==> config.mk <==
export PLATFORM = sky130hd
export DESIGN_NAME = colorBlender
export DESIGN_NICKNAME = d
export VERILOG_FILES = /design/src/hdl/fragmentPkg.sv /design/src/hdl/colorBlender.sv
export VERILOG_INCLUDE_DIRS = /design/src /design/src/hdl
export SDC_FILE = /design/constraint.sdc
export NUM_CORES = 1
export LEC_CHECK = 0
export BUFFER_PORTS_ARGS = -buffer_cell sky130_fd_sc_hd__clkbuf_2
export CAP_MARGIN = 10
export CORE_MARGIN = 2
export CORE_UTILIZATION = 58
export CTS_BUF_LIST = sky130_fd_sc_hd__clkbuf_8
export CTS_CLUSTER_DIAMETER = 60
export DETAILED_ROUTE_END_ITERATION = 8
export MAX_ROUTING_LAYER = met4
export PLACE_DENSITY_LB_ADDON = 0.12
export SLEW_MARGIN = 20
export SYNTH_ARGS = -nofsm -noshare
export SYNTH_HDL_FRONTEND = slang
export SYNTH_SLANG_ARGS = --single-unit
==> constraint.sdc <==
create_clock -name clk -period 4.64 [get_ports clk]
set_input_delay 0.464 -clock clk [delete_from_list [all_inputs] [get_ports clk]]
set_output_delay 0.464 -clock clk [all_outputs]
set_load 0.1 [all_outputs]
==> src/hdl/fragment_config.svh <==
/*
 * Sizes shared by the fragment pipeline RTL and its testbench.
 * Include this wherever a width or the pipeline latency is needed.
 */
`ifndef FRAGMENT_CONFIG_SVH
`define FRAGMENT_CONFIG_SVH

// tile buffer index, 256 pixels
`define FB_INDEX_WIDTH 8

// depth value width
`define DEPTH_WIDTH 16

// one color channel of RGBA4444
`define SUB_PIXEL_WIDTH 4

// edges from sampling a fragment to its write outputs
`define PIPELINE_LATENCY 5

`endif

==> src/hdl/fragmentPkg.sv <==
/*
 * Types and helper functions of the fragment pipeline.
 * Fragment, color and configuration structs, the compare and blend
 * factor encodings, and the functions shared by the test and blend stages.
 */
`default_nettype none

package fragmentPkg;
`include "fragment_config.svh"

    typedef struct packed {
        logic [`SUB_PIXEL_WIDTH-1:0] r;
        logic [`SUB_PIXEL_WIDTH-1:0] g;
        logic [`SUB_PIXEL_WIDTH-1:0] b;
        logic [`SUB_PIXEL_WIDTH-1:0] a;
    } color_t;

    typedef struct packed {
        logic [`FB_INDEX_WIDTH-1:0] index;
        logic [`DEPTH_WIDTH-1:0]    depth;
        color_t                     color;
    } fragment_t;

    // compare function, used by both depth and alpha test
    typedef enum logic [2:0] {
        ALWAYS, NEVER, LESS, EQUAL, LEQUAL, GREATER, NOTEQUAL, GEQUAL
    } testFunc_t;

    // codes 11 to 15 behave like ZERO
    typedef enum logic [3:0] {
        ZERO, ONE, SRC_COLOR, ONE_MINUS_SRC_COLOR, DST_COLOR, ONE_MINUS_DST_COLOR,
        SRC_ALPHA, ONE_MINUS_SRC_ALPHA, DST_ALPHA, ONE_MINUS_DST_ALPHA, SRC_ALPHA_SATURATE
    } blendFactor_t;

    typedef struct packed {
        testFunc_t                   depthFunc;
        logic                        depthTestEnable;
        testFunc_t                   alphaFunc;
        logic [`SUB_PIXEL_WIDTH-1:0] alphaRef;
        blendFactor_t                srcFactor;
        blendFactor_t                dstFactor;
    } pipelineConfig_t;

    typedef struct packed {
        fragment_t               frag;
        color_t                  dstColor;
        logic [`DEPTH_WIDTH-1:0] dstDepth;
    } fetched_t;

    ////////////////////////////////////////////////////////////
    // shared functions
    ////////////////////////////////////////////////////////////

    // alpha operands are zero extended by the caller
    function automatic logic testFunc(testFunc_t func, logic [`DEPTH_WIDTH-1:0] value,
                                      logic [`DEPTH_WIDTH-1:0] refValue);
        case (func)
            NEVER: return 1'b0;
            LESS: return value < refValue;
            EQUAL: return value == refValue;
            LEQUAL: return value <= refValue;
            GREATER: return value > refValue;
            NOTEQUAL: return value != refValue;
            GEQUAL: return value >= refValue;
            default: return 1'b1;
        endcase
    endfunction

    // 15 - x is the bitwise inverse on a 4 bit channel
    function automatic color_t blendFactor(blendFactor_t mode, color_t src, color_t dst);
        logic [`SUB_PIXEL_WIDTH-1:0] sat;
        sat = (src.a < ~dst.a) ? src.a : ~dst.a;
        case (mode)
            ONE: return '1;
            SRC_COLOR: return src;
            ONE_MINUS_SRC_COLOR: return ~src;
            DST_COLOR: return dst;
            ONE_MINUS_DST_COLOR: return ~dst;
            SRC_ALPHA: return {4{src.a}};
            ONE_MINUS_SRC_ALPHA: return {4{~src.a}};
            DST_ALPHA: return {4{dst.a}};
            ONE_MINUS_DST_ALPHA: return {4{~dst.a}};
            SRC_ALPHA_SATURATE: return {sat, sat, sat, {`SUB_PIXEL_WIDTH{1'b1}}};
            default: return '0;
        endcase
    endfunction

endpackage

`default_nettype wire

==> src/hdl/colorBlender.sv <==
/*
 * Two-stage color blender.
 * Stage one multiplies source and destination by their factors per
 * channel, stage two adds, rounds and saturates back to 4 bits.
 */
`timescale 1ns/1ps
`default_nettype none
`include "fragment_config.svh"

module colorBlender
(
    input  wire                             clk,
    input  wire                             reset,
    input  wire                             testedValid,
    input  wire fragmentPkg::fetched_t      tested,
    input  wire                             colorWrite,
    input  wire                             depthWrite,
    input  wire fragmentPkg::blendFactor_t  srcFactor,
    input  wire fragmentPkg::blendFactor_t  dstFactor,
    output logic                            blendedValid,
    output logic [`FB_INDEX_WIDTH-1:0]      blendedIndex,
    output logic [`DEPTH_WIDTH-1:0]         blendedDepth,
    output fragmentPkg::color_t             blendedColor,
    output logic                            blendedColorWrite,
    output logic                            blendedDepthWrite
);
    localparam int SPW = `SUB_PIXEL_WIDTH;

    // channels as vectors, r in the top slot
    logic [3:0][SPW-1:0]   srcVec;
    logic [3:0][SPW-1:0]   dstVec;
    logic [3:0][SPW-1:0]   srcFactorVec;
    logic [3:0][SPW-1:0]   dstFactorVec;
    logic [3:0][2*SPW-1:0] srcProduct;
    logic [3:0][2*SPW-1:0] dstProduct;
    logic [3:0][SPW-1:0]   resultVec;

    logic                       productValid;
    logic [`FB_INDEX_WIDTH-1:0] productIndex;
    logic [`DEPTH_WIDTH-1:0]    productDepth;
    logic                       productColorWrite;
    logic                       productDepthWrite;

    assign srcVec = tested.frag.color;
    assign dstVec = tested.dstColor;
    assign srcFactorVec = fragmentPkg::blendFactor(srcFactor, tested.frag.color, tested.dstColor);
    assign dstFactorVec = fragmentPkg::blendFactor(dstFactor, tested.frag.color, tested.dstColor);

    ////////////////////////////////////////////////////////////
    // stage 1, per channel products
    ////////////////////////////////////////////////////////////
    always_ff @(posedge clk)
    begin
        for (int i = 0; i < 4; i++)
        begin
            srcProduct[i] <= srcVec[i] * srcFactorVec[i];
            dstProduct[i] <= dstVec[i] * dstFactorVec[i];
        end
        productIndex <= tested.frag.index;
        productDepth <= tested.frag.depth;
        productColorWrite <= colorWrite;
        productDepthWrite <= depthWrite;
    end

    ////////////////////////////////////////////////////////////
    // stage 2, sum, round by +15, saturate on carry
    ////////////////////////////////////////////////////////////
    always_comb
    begin
        logic [2*SPW:0] sum;
        for (int i = 0; i < 4; i++)
        begin
            sum = srcProduct[i] + dstProduct[i] + 9'd15;
            resultVec[i] = sum[2*SPW] ? {SPW{1'b1}} : sum[2*SPW-1:SPW];
        end
    end

    always_ff @(posedge clk)
    begin
        if (reset)
        begin
            productValid <= 1'b0;
            blendedValid <= 1'b0;
        end
        else
        begin
            productValid <= testedValid;
            blendedValid <= productValid;
        end
        blendedColor <= resultVec;
        blendedIndex <= productIndex;
        blendedDepth <= productDepth;
        blendedColorWrite <= productColorWrite;
        blendedDepthWrite <= productDepthWrite;
    end
endmodule

`default_nettype wire

# Word level (Yosys, flattened, before mapping)
# Index checks and enable logic that the tools add are counted.
word_totals:
  reg_bits: 134
  latch_bits: 0
  ramBits: 0
  romBits: 0
  output_inout_bits: 43
  elab_cells: 66
  memories: 0
classes:
  addsub: 8
  n_mul: 8
  n_div: 0
  magnitude_cmp: 1
  eq_ne: 20
  shifts: 0
  n_mux: 3
  bitwise: 4
  reduce_logical: 0
op_table:
  columns: ["op", "n"]
  rows:
  - ["$pmux W16 S10", 2]
  - ["$mul A4 B4 Y8", 8]
  - ["$add A8 B8 Y9", 4]
  - ["$add A9 B4 Y9 const B", 4]
  - ["$eq A4 B3 Y1 const B", 8]
  - ["$not A16 Y16", 2]
  - ["$eq A4 B4 Y1 const B", 6]
  - ["$eq A4 B2 Y1 const B", 4]
  - ["$eq A4 B1 Y1 const B", 2]
  - ["$not A4 Y4", 2]
  - ["$lt A4 B4 Y1", 1]
  - ["$mux W4", 1]

# Longest topological paths before layout
# Gate-level depths: netlist (run 1).
logic_depth:
  depth_word: 5
  mapped_depth: 16
  mapped_depth_nobuf: 15

# Least setup slack after synthesis (run 1)
# OpenSTA, ideal clock, no wires.
synth_timing:
  path_type: "input -> register"
  from: "input tested[19] (netlist name)"
  to: "register dstProduct[31] (netlist name)"
  setup_ps: 72
  arrival_ps: 4143
  t_required_ps: 4568
  setup_slack_ps: 425
  path_stages: 15
  cell_sequence: "ha_1 a21oi_1 mux2_2 o31ai_4 a31oi_2 nand2b_1 fa_1 inv_1 fa_1 ha_1 a21o_1 a21oi_1 o21bai_1 a21oi_1 xnor2_1"
synth_between:
  elab_chain_len: 5
synth_lines:
  columns: ["element", "line", "rtl"]
  rows:
  - ["from (decl)", "colorBlender.sv:15", "input wire fragmentPkg::fetched_t tested,"]
  - ["$not A4 Y4", "fragmentPkg.sv:72, fragmentPkg.sv:82", null]
  - ["$lt A4 B4 Y1", "fragmentPkg.sv:72", "sat = (src.a < ~dst.a) ? src.a : ~dst.a;"]
  - ["$mux W4", "fragmentPkg.sv:72", null]
  - ["$pmux W16 S10 (*)", "fragmentPkg.sv:73", "case (mode)"]
  - ["$mul A4 B4 Y8 (*)", "colorBlender.sv:57", "dstProduct[i] <= dstVec[i] * dstFactorVec[i];"]
  - ["to (signal, indexed assignment)", "colorBlender.sv:57", null]
  - ["to (decl)", "colorBlender.sv:35", "logic [3:0][2*SPW-1:0] dstProduct;"]
# Mark *: on every way between the ends. The rest lies on a longest branch, timed or not.
# A chain may end at the register's enable or synchronous reset.

# Worst setup path after layout (run 1)
layout_timing:
  from: "input tested[19] (netlist name)"
  to: "register dstProduct[15] (netlist name)"
# The elaborated chain is that of the path after synthesis.

==> results of run 1 <==
==> worst paths after layout <==
kind / startpoint / endpoint / cells after the start
setup / recovery: tested[19] / dstProduct[15] / 16
hold / removal: tested[71] / productIndex[7] / 1
setup reg to reg: srcProduct[22] / blendedColor[10] / 7
hold reg to reg: productDepth[0] / blendedDepth[0] / 0
==> Yosys cell counts (16+ instances only) <==
| cell | n | share of area |
|---|---|---|
| o22ai_1 | 17 | 0.011 |
| a21oi_1 | 54 | 0.028 |
| fa_1 | 32 | 0.066 |
| nor2b_1 | 68 | 0.044 |
| xnor2_1 | 35 | 0.031 |
| nor2_1 | 33 | 0.013 |
| o21bai_1 | 16 | 0.012 |
| nand2b_1 | 28 | 0.018 |
| inv_1 | 92 | 0.035 |
| ha_1 | 151 | 0.19 |
| dfxtp_1 | 134 | 0.27 |
| nand2_1 | 53 | 0.020 |
| buf_2 | 25 | 0.013 |
| and2_1 | 57 | 0.037 |
| xor2_1 | 21 | 0.019 |
==> per-stage QoR <==
stage | hold WS, ps | cell area, um^2 | util | std cells | power, mW
floorplan | 309.6 | 9757 | - | 1041 | 3.970
global placement | 309.8 | 10550 | 0.6387 | 1353 | 4.425
detailed placement | 312.1 | 10550 | 0.6387 | 1353 | 4.483
CTS | 73.15 | 10930 | 0.6612 | 1385 | 5.447
global route | 65.62 | 10930 | 0.6614 | 1386 | 5.853
finish | 102.5 | 10930 | 0.6614 | 1386 | 5.403
==> critical path: cells and delay by family <==
| kind | cells | cell delay [ps] |
|---|---|---|
| buf+inv | 2 | 150 |
| compound gates | 7 | 1450 |
| fa+ha+maj | 4 | 1700 |
| simple gates | 1 | 210 |
| xor+xnor | 1 | 140 |
| mux | 1 | 400 |
==> registers in the layout (all words and copies together), names as in the netlist <==
| register | cells |
|---|---|
| srcProduct | 32 |
| blendedIndex | 8 |
| blendedDepth | 16 |
| productColorWrite | 1 |
| productDepth | 16 |
| blendedColorWrite | 1 |
| productIndex | 8 |
| productDepthWrite | 1 |
| dstProduct | 32 |
| blendedColor | 16 |
| blendedDepthWrite | 1 |
| blendedValid | 1 |
| productValid | 1 |
==> power by group through the flow <==
stage / Clock (mW) / Sequential (mW) / Combinational, mW
after floorplan: 0 / 2.11 / 1.86
after global placement: 0 / 1.52 / 2.91
after detailed placement: 0 / 1.52 / 2.96
after CTS: 0.952 / 1.50 / 3.00
final: 0.923 / 1.49 / 2.99
after global routing: 1.00 / 1.52 / 3.34
==> routing by layer <==
metal,track usage,vias to the layer above,part of all wire
met5,-,-,0
met2,0.3678,190,0.46
met4,0.08038,0,0.014
li1,-,3828,-
met1,0.3086,3475,0.47
met3,0.04947,33,0.054
==> area by class of cell <==
type	instances	area share
Tap cell	220	0.02519
Multi-Input combinational cell	775	0.5974
Clock buffer	17	0.02141
Clock inverter	15	0.01271
Inverter	93	0.03194
Timing Repair Buffer	131	0.06571
Sequential cell	134	0.2454
Antenna cell	1	0.0002290
==> cells by family after synthesis <==
group | after synthesis | synth area share
adder cells (fa/ha/maj) | 183 | 0.2593
XOR/XNOR | 56 | 0.05027
AND/OR/NAND/NOR | 294 | 0.1731
flip-flops | 134 | 0.2749
AO/OA/AOI/OAI | 219 | 0.1616
multiplexers | 23 | 0.02488
buffers and inverters | 132 | 0.05591
==> impl_metrics.csv, run 1 <==
group,metric,value,unit
outcome,status,"completed",
clocking,clk_latency,460,ps
job,cap_violations,0,
placement,dp_slack,32.55,ps
clocking,clk_path_buf_depth,2,
timing,grt_setup_unrepaired,"false",
worst_setup_path,cp_max_fo,4,
layout,layout_commonest_cell,"ha_1",
clocking,h-tree-depth,4,
placement,port_buffers,111,
grt,grt_pass1_vias,7214,
clocking,cts_num_sinks,134,
worst_setup_path,critPathSlowestCell,"fa_1",
timing,final.min_clock_period,4126,ps
yosys,synthArstFlopShare,0,
worst_setup_path,cp-start-kind,"primary input",
yosys,synth_seq_area_share,0.2749,
power_and_ir_drop,sw_frac_of_total,0.4604,
power_and_ir_drop,ir_worst_vdd,0.4392,mV
timing,fin_worst_skew,8.078,ps
yosys,postSynthCellCount,1041,
power_and_ir_drop,power.internal,2.915,mW
grt,grtUsageTotal,0.2372,
yosys,synthDistinctLibCells,60,
worst_setup_path,crit_required,5020,ps
floorplanning,core,0.01652,mm^2
timing,worstMarginPinSlew,617.2,ps
layout,fill_cells,1409,
yosys,yosysWarnings,0,
min_path,hp-class,"in2reg",
clocking,cts_hold_buf,0,
routing,ant_nets,0,
worst_setup_path,cp_common_cell,"a21oi_1",
floorplanning,io_pins,128,
floorplanning,start_util,0.5904,
placement,hpwl,15.09,mm
worst_setup_path,critPathMaxStageDelay,600,ps
timing,max_slew_margin,0.5885,
timing,min_period_over_period,0.8892,
power_and_ir_drop,power.switching,2.487,mW
grt,grt_pass1_wl,33.49,mm
timing,fin_ws,514.1,ps
routing,first_iter_violations,357,
clocking,clockRootBuffer,"clkbuf_8",
worst_setup_path,crit_type,"in2reg",
clocking,cts_tree,"done",
routing,routed_via_density,5.430,
timing,setup_violations,0,
layout,layout_common_cells,"151 x ha_1, 134 x dfxtp_1, 111 x clkbuf_2, 92 x inv_1, 68 x nor2b_1",
timing,maxSlewViolCount,0,
layout,multi_input_area,0.006529,mm^2
layout,area_growth,12.02,%
worst_setup_path,rrSetupSlack,2420,ps
yosys,synth-edff-count,0,
power_and_ir_drop,p_leak,5.497,nW
power_and_ir_drop,p_comb_frac,0.553,
floorplanning,die_y,133.7,um
layout,nNetsFinal,1420,
routing,drtPass1Iterations,4,
yosys,avgSynthCellArea,9.373,um^2
yosys,synth_fp_nets,1309,
timing,max_freq,242.4,MHz
yosys,synthFlopType,"dfxtp_1",
grt,antenna_found_initial,1,
clocking,cts_buffers,17,
routing,wirelength,19.68,mm
routing,route.detailed.drc,0,
yosys,synth_area,0.009757,mm^2
power_and_ir_drop,power.share.sequential,0.277,
worst_setup_path,cp-end-kind,"flip-flop",
power_and_ir_drop,pwr_density_cell,494.3,mW/mm^2
timing,tns,0,ps
routing,wire_per_inst,14.20,um
grt,overflow,0,
floorplanning,die_area,0.01788,mm^2
worst_setup_path,cp_cell_sequence,"clkbuf_2 -> ha_1 -> a21oi_1 -> mux2_2 -> o31ai_4 -> a31oi_2 -> nand2b_1 -> fa_1 -> inv_1 -> fa_1 -> ha_1 -> a21o_1 -> a21oi_1 -> o21bai_1 -> a21oi_1 -> xnor2_1",
layout,drive_above_1_share,0.1708,
power_and_ir_drop,clock_power_share,0.171,
clocking,cts_setup_buffers,0,
placement,finalWeightedCongestion,0.8933,
worst_setup_path,cp.arrival,4510,ps
layout,register_area,0.002683,mm^2
floorplanning,placementRows,47,
clocking,clk_pin_slew,90,ps
grt,grt_max_degree,26,
yosys,synth-seq-cells,134,
routing,vias,7526,
floorplanning,die_w,133.7,um
timing,timing.final.hold_violations,0,
clocking,ctsResizeCount,0,
Power figures use the tool's default switching activity.
==> run 2: changes to the inputs <==
- MAX_ROUTING_LAYER: met4 -> unset
==> impl_metrics.csv, run 2 (synthesized netlist as in run 1, its figures left out) <==
group,metric,value,unit
grt,use_met3,0.05403,
clocking,cts_tree,"done",
routing,routed_via_density,5.435,
worst_setup_path,cp_max_fo,4,
layout,layout_commonest_cell,"ha_1",
routing,wirelength,19.75,mm
timing,grt_setup_unrepaired,"false",
timing,tns,0,ps
worst_setup_path,cp.arrival,4530,ps
layout,nNetsFinal,1420,
timing,min_period_over_period,0.8929,
grt,grt_pass1_wl,33.52,mm
grt,antenna_found_initial,1,
timing,fin_worst_skew,7.609,ps
worst_setup_path,cp-end-kind,"flip-flop",
worst_setup_path,rrSetupSlack,2420,ps
layout,area_growth,12.02,%
placement,port_buffers,111,
min_path,hold_depth,1,
power_and_ir_drop,fin_total_pwr,5.406,mW
floorplanning,io_pins,128,
floorplanning,core,0.01652,mm^2
worst_setup_path,cp-start-kind,"primary input",
min_path,hp-class,"in2reg",
worst_setup_path,r2r_cells,7,
power_and_ir_drop,ir_worst_vdd,0.4390,mV
clocking,cts_buffers,17,
worst_setup_path,rr_startpoint,"srcProduct[22]",
worst_setup_path,cp_cell_sequence,"clkbuf_2 -> ha_1 -> a21oi_1 -> mux2_2 -> o31ai_4 -> a31oi_2 -> nand2b_1 -> fa_1 -> inv_1 -> fa_1 -> ha_1 -> a21o_1 -> a21oi_1 -> o21bai_1 -> a21oi_1 -> xnor2_1",
timing,max_freq,241.4,MHz
clocking,cts_num_sinks,134,
timing,setup_violations,0,
routing,first_iter_violations,387,
placement,finalWeightedCongestion,0.8787,
routing,ant_nets,0,
grt,grt_pass1_vias,7203,
power_and_ir_drop,pwr_density_cell,494.7,mW/mm^2
worst_setup_path,r2r_end,"blendedColor[10]",
worst_setup_path,cp_common_cell,"a21oi_1",
grt,grt_max_degree,26,
clocking,clk_pin_slew,90,ps
power_and_ir_drop,p_leak,5.497,nW
grt,busiest_layer,"met2",
routing,route.detailed.drc,0,
grt,grt_use_met2,0.3672,
min_path,min_to,"productIndex[7]",
clocking,clockRootBuffer,"clkbuf_8",
grt,use_met1,0.3091,
clocking,cts_hold_buf,0,
timing,worstMarginPinSlew,616.7,ps
floorplanning,die_w,133.7,um
clocking,clk_path_buf_depth,2,
layout,layout_common_cells,"151 x ha_1, 134 x dfxtp_1, 111 x clkbuf_2, 92 x inv_1, 68 x nor2b_1",
routing,drtPass1Iterations,5,
clocking,clk_latency,460,ps
floorplanning,start_util,0.5904,
clocking,h-tree-depth,4,
timing,timing.final.hold_violations,0,
timing,maxSlewViolCount,0,
grt,grtUsageTotal,0.2308,
placement,hpwl,15.09,mm
floorplanning,die_area,0.01788,mm^2
layout,largest_registers,"dstProduct x32, srcProduct x32",
outcome,status,"completed",
routing,vias,7533,
timing,final.min_clock_period,4143,ps
worst_setup_path,crit_type,"in2reg",
min_path,min_from,"tested[71]",
worst_setup_path,critPathMaxStageDelay,600,ps
layout,drive_above_1_share,0.1708,
floorplanning,placementRows,47,
job,cap_violations,0,
timing,max_slew_margin,0.5889,
grt,overflow,0,
floorplanning,die_y,133.7,um
routing,wire_per_inst,14.25,um
clocking,cts_setup_buffers,0,
clocking,ctsResizeCount,0,
worst_setup_path,crit_required,5020,ps
worst_setup_path,critPathSlowestCell,"fa_1",
==> run 2: cell counts in the layout (fill, tap and decap cells not counted) <==
No cell type changed its count.
==> run 2: worst max-delay path, delay by kind of cell <==
family | cells | cell delay [ps]
XOR/XNOR | 1 | 140
buffers and inverters | 2 | 150
adder cells (fa/ha/maj) | 4 | 1710
AND/OR/NAND/NOR | 1 | 210
AO/OA/AOI/OAI | 7 | 1460
multiplexers | 1 | 400
==> run 2: routing by layer <==
layer	vias to the layer above	routed length, um
li1	3829	-
met1	3455	9237
met2	215	9051
met3	34	1125
met4	0	335
met5	-	0
==> run 2: worst max-delay path by stage <==
stage               start        endpoint  slack (ps)  depth (start not counted)
2_1_floorplan  tested[19]  dstProduct[31]         420                         15
3_3_place_gp   tested[19]  dstProduct[15]         100                         16
3_5_place_dp   tested[19]  dstProduct[15]          30                         16
4_1_cts        tested[19]  dstProduct[15]         510                         16
5_1_grt        tested[19]  dstProduct[23]         310                         16
6_report       tested[19]  dstProduct[15]         500                         16
==> run 2: per-stage QoR <==
stage          utilization  worst slack, ps  cell area (um^2)  hold slack, ps  instances
6_report            0.6614            497.2             10930           99.84       1386
5_1_grt             0.6612            314.6             10930           59.05       1385
3_3_place_gp        0.6387            95.42             10550           309.8       1353
2_1_floorplan            -            424.6              9757           309.6       1041
3_5_place_dp        0.6387            32.55             10550           312.1       1353
4_1_cts             0.6612            511.2             10930           73.15       1385
==> run 2: layout make-up <==
type	instances	area [um^2]
timing repair buffer	131	718.2
tap	220	275.3
sequential	134	2683
inverter	93	349.1
fill	1408	5595
clock inverter	15	138.9
multi-input combinational	775	6529
clock buffer	17	234.0
antenna	1	2.502
==> run 2: report_power, final <==
part / internal (mW) / switching (mW) / total [mW]
registers: 1.42 / 0.0701 / 1.49
logic: 1.10 / 1.89 / 2.99
clock network: 0.395 / 0.531 / 0.925
total: 2.92 / 2.49 / 5.41
==> run 3: changes to the inputs <==
- ABC_CLOCK_PERIOD_IN_PS: unset -> 4640
- CORE_UTILIZATION: 58 -> 31
==> impl_metrics.csv, run 3 (synthesized netlist as in run 1, its figures left out) <==
group,metric,value,unit
worst_setup_path,cp_top_family,"adder cells",
clocking,cts_setup_buffers,0,
layout,final_cell_area,0.01122,mm^2
floorplanning,die_y,181.4,um
clocking,clk_latency,470,ps
placement,placed_cell_area,0.01081,mm^2
floorplanning,die_w,181.4,um
layout,largest_registers,"dstProduct x32, srcProduct x32",
worst_setup_path,cp-start-kind,"primary input",
placement,finalWeightedCongestion,0.8017,
worst_setup_path,crit_type,"in2reg",
worst_setup_path,cp_common_cell,"a21oi_1",
worst_setup_path,critPathMaxStageDelay,540,ps
routing,routed_via_density,4.735,
timing,final.min_clock_period,4059,ps
worst_setup_path,crit_cells,16,
timing,maxSlewViolCount,0,
worst_setup_path,cp.arrival,4450,ps
routing,wirelength,22.51,mm
clocking,ctsResizeCount,0,
grt,grt_pass1_vias,7199,
layout,layout_common_cells,"151 x ha_1, 134 x dfxtp_1, 111 x clkbuf_2, 93 x inv_1, 68 x nor2b_1",
power_and_ir_drop,fin_total_pwr,5.476,mW
grt,grt_pass1_wl,37.35,mm
timing,max_freq,246.3,MHz
layout,drive_above_1_share,0.1749,
timing,min_period_over_period,0.8749,
power_and_ir_drop,pwr_density_cell,488.2,mW/mm^2
worst_setup_path,critPathSlowestCell,"fa_1",
worst_setup_path,cp.buffers_inverters,2,
floorplanning,io_pins,128,
routing,ant_nets,0,
grt,grtUsageTotal,0.1437,
clocking,cts_num_sinks,134,
clocking,clk_pin_slew,80,ps
clocking,clockRootBuffer,"clkbuf_8",
min_path,hp-class,"in2reg",
worst_setup_path,r2r_cells,9,
routing,drtPass1Iterations,5,
power_and_ir_drop,ir_worst_vdd,0.2816,mV
routing,vias,7429,
timing,worstMarginPinSlew,765.4,ps
power_and_ir_drop,p_leak,5.549,nW
grt,overflow,0,
grt,antenna_found_initial,1,
placement,place_inst,1536,
timing,max_slew_margin,0.4897,
layout,layout_commonest_cell,"ha_1",
clocking,cts_hold_buf,0,
timing,timing.final.hold_violations,0,
clocking,cts_buffers,17,
outcome,status,"completed",
worst_setup_path,rrSetupSlack,2430,ps
clocking,cts_tree,"done",
routing,wire_per_inst,14.35,um
worst_setup_path,cp_max_fo,3,
floorplanning,die_area,0.03291,mm^2
floorplanning,start_util,0.3165,
placement,hpwl,17.31,mm
worst_setup_path,crit_required,5030,ps
timing,grt_setup_unrepaired,"false",
timing,tns,0,ps
timing,fin_worst_skew,13.73,ps
clocking,clk_path_buf_depth,2,
layout,nNetsFinal,1427,
floorplanning,core,0.03083,mm^2
grt,grt_max_degree,21,
routing,route.detailed.drc,0,
worst_setup_path,cp-end-kind,"flip-flop",
layout,area_growth,14.97,%
placement,port_buffers,111,
routing,first_iter_violations,341,
timing,holdWs,90.18,ps
min_path,hold_depth,1,
clocking,h-tree-depth,4,
layout,fin_cells,1569,
job,cap_violations,0,
floorplanning,placementRows,64,
timing,setup_violations,0,
worst_setup_path,cp_cell_sequence,"clkbuf_2 -> ha_1 -> a21oi_1 -> mux2_2 -> o31ai_4 -> a31oi_2 -> nand2b_1 -> fa_1 -> inv_1 -> fa_1 -> ha_1 -> a21o_1 -> a21oi_1 -> o21bai_1 -> a21oi_1 -> xnor2_1",
## run 3: layout make-up
class                           instances  area [um^2]
Multi-Input combinational cell        775         6529
Antenna cell                            1        2.502
Fill cell                            3241        19610
Sequential cell                       134         2683
Inverter                               93        349.1
Clock buffer                           17        234.0
Clock inverter                         15        166.4
Tap cell                              396        495.5
Timing Repair Buffer                  138        758.2
## run 3: report_power, final
part           internal (mW)  switching, mW  leakage, nW
registers               1.42         0.0658         1.12
clock network          0.491          0.516        0.211
logic                   1.09           1.89         4.21
## run 3: per-layer routing
layer	up-vias	share of wire	global-route usage
li1	3839	-	-
met1	3398	0.50	0.1917
met2	167	0.44	0.2215
met3	25	0.051	0.03791
met4	0	0.018	0.05561
met5	-	0	0
## run 3: worst reg2reg max path, cell delays in order (launching register included)
cell and delay (ps):
dfxtp_1 330, inv_1 40, ha_1 260, inv_1 40
ha_1 270, nand2b_1 70, o21ai_1 260, and2_0 290
o211ai_1 190, a2111o_1 370
## run 3: worst paths after layout
kind / startpoint / end
min reg2reg: productIndex[0] / blendedIndex[0]
min: tested[49] / productDepth[1]
max: tested[19] / dstProduct[15]
max reg2reg: srcProduct[2] / blendedColor[2]
## run 3: metrics by stage
| stage | util | worst slack, ps |
|---|---|---|
| floorplan | - | 424.6 |
| finish | 0.3638 | 580.5 |
| detailed placement | 0.3508 | 73.79 |
| global route | 0.3638 | 313.4 |
| global placement | 0.3508 | 98.02 |
| CTS | 0.3638 | 609.4 |
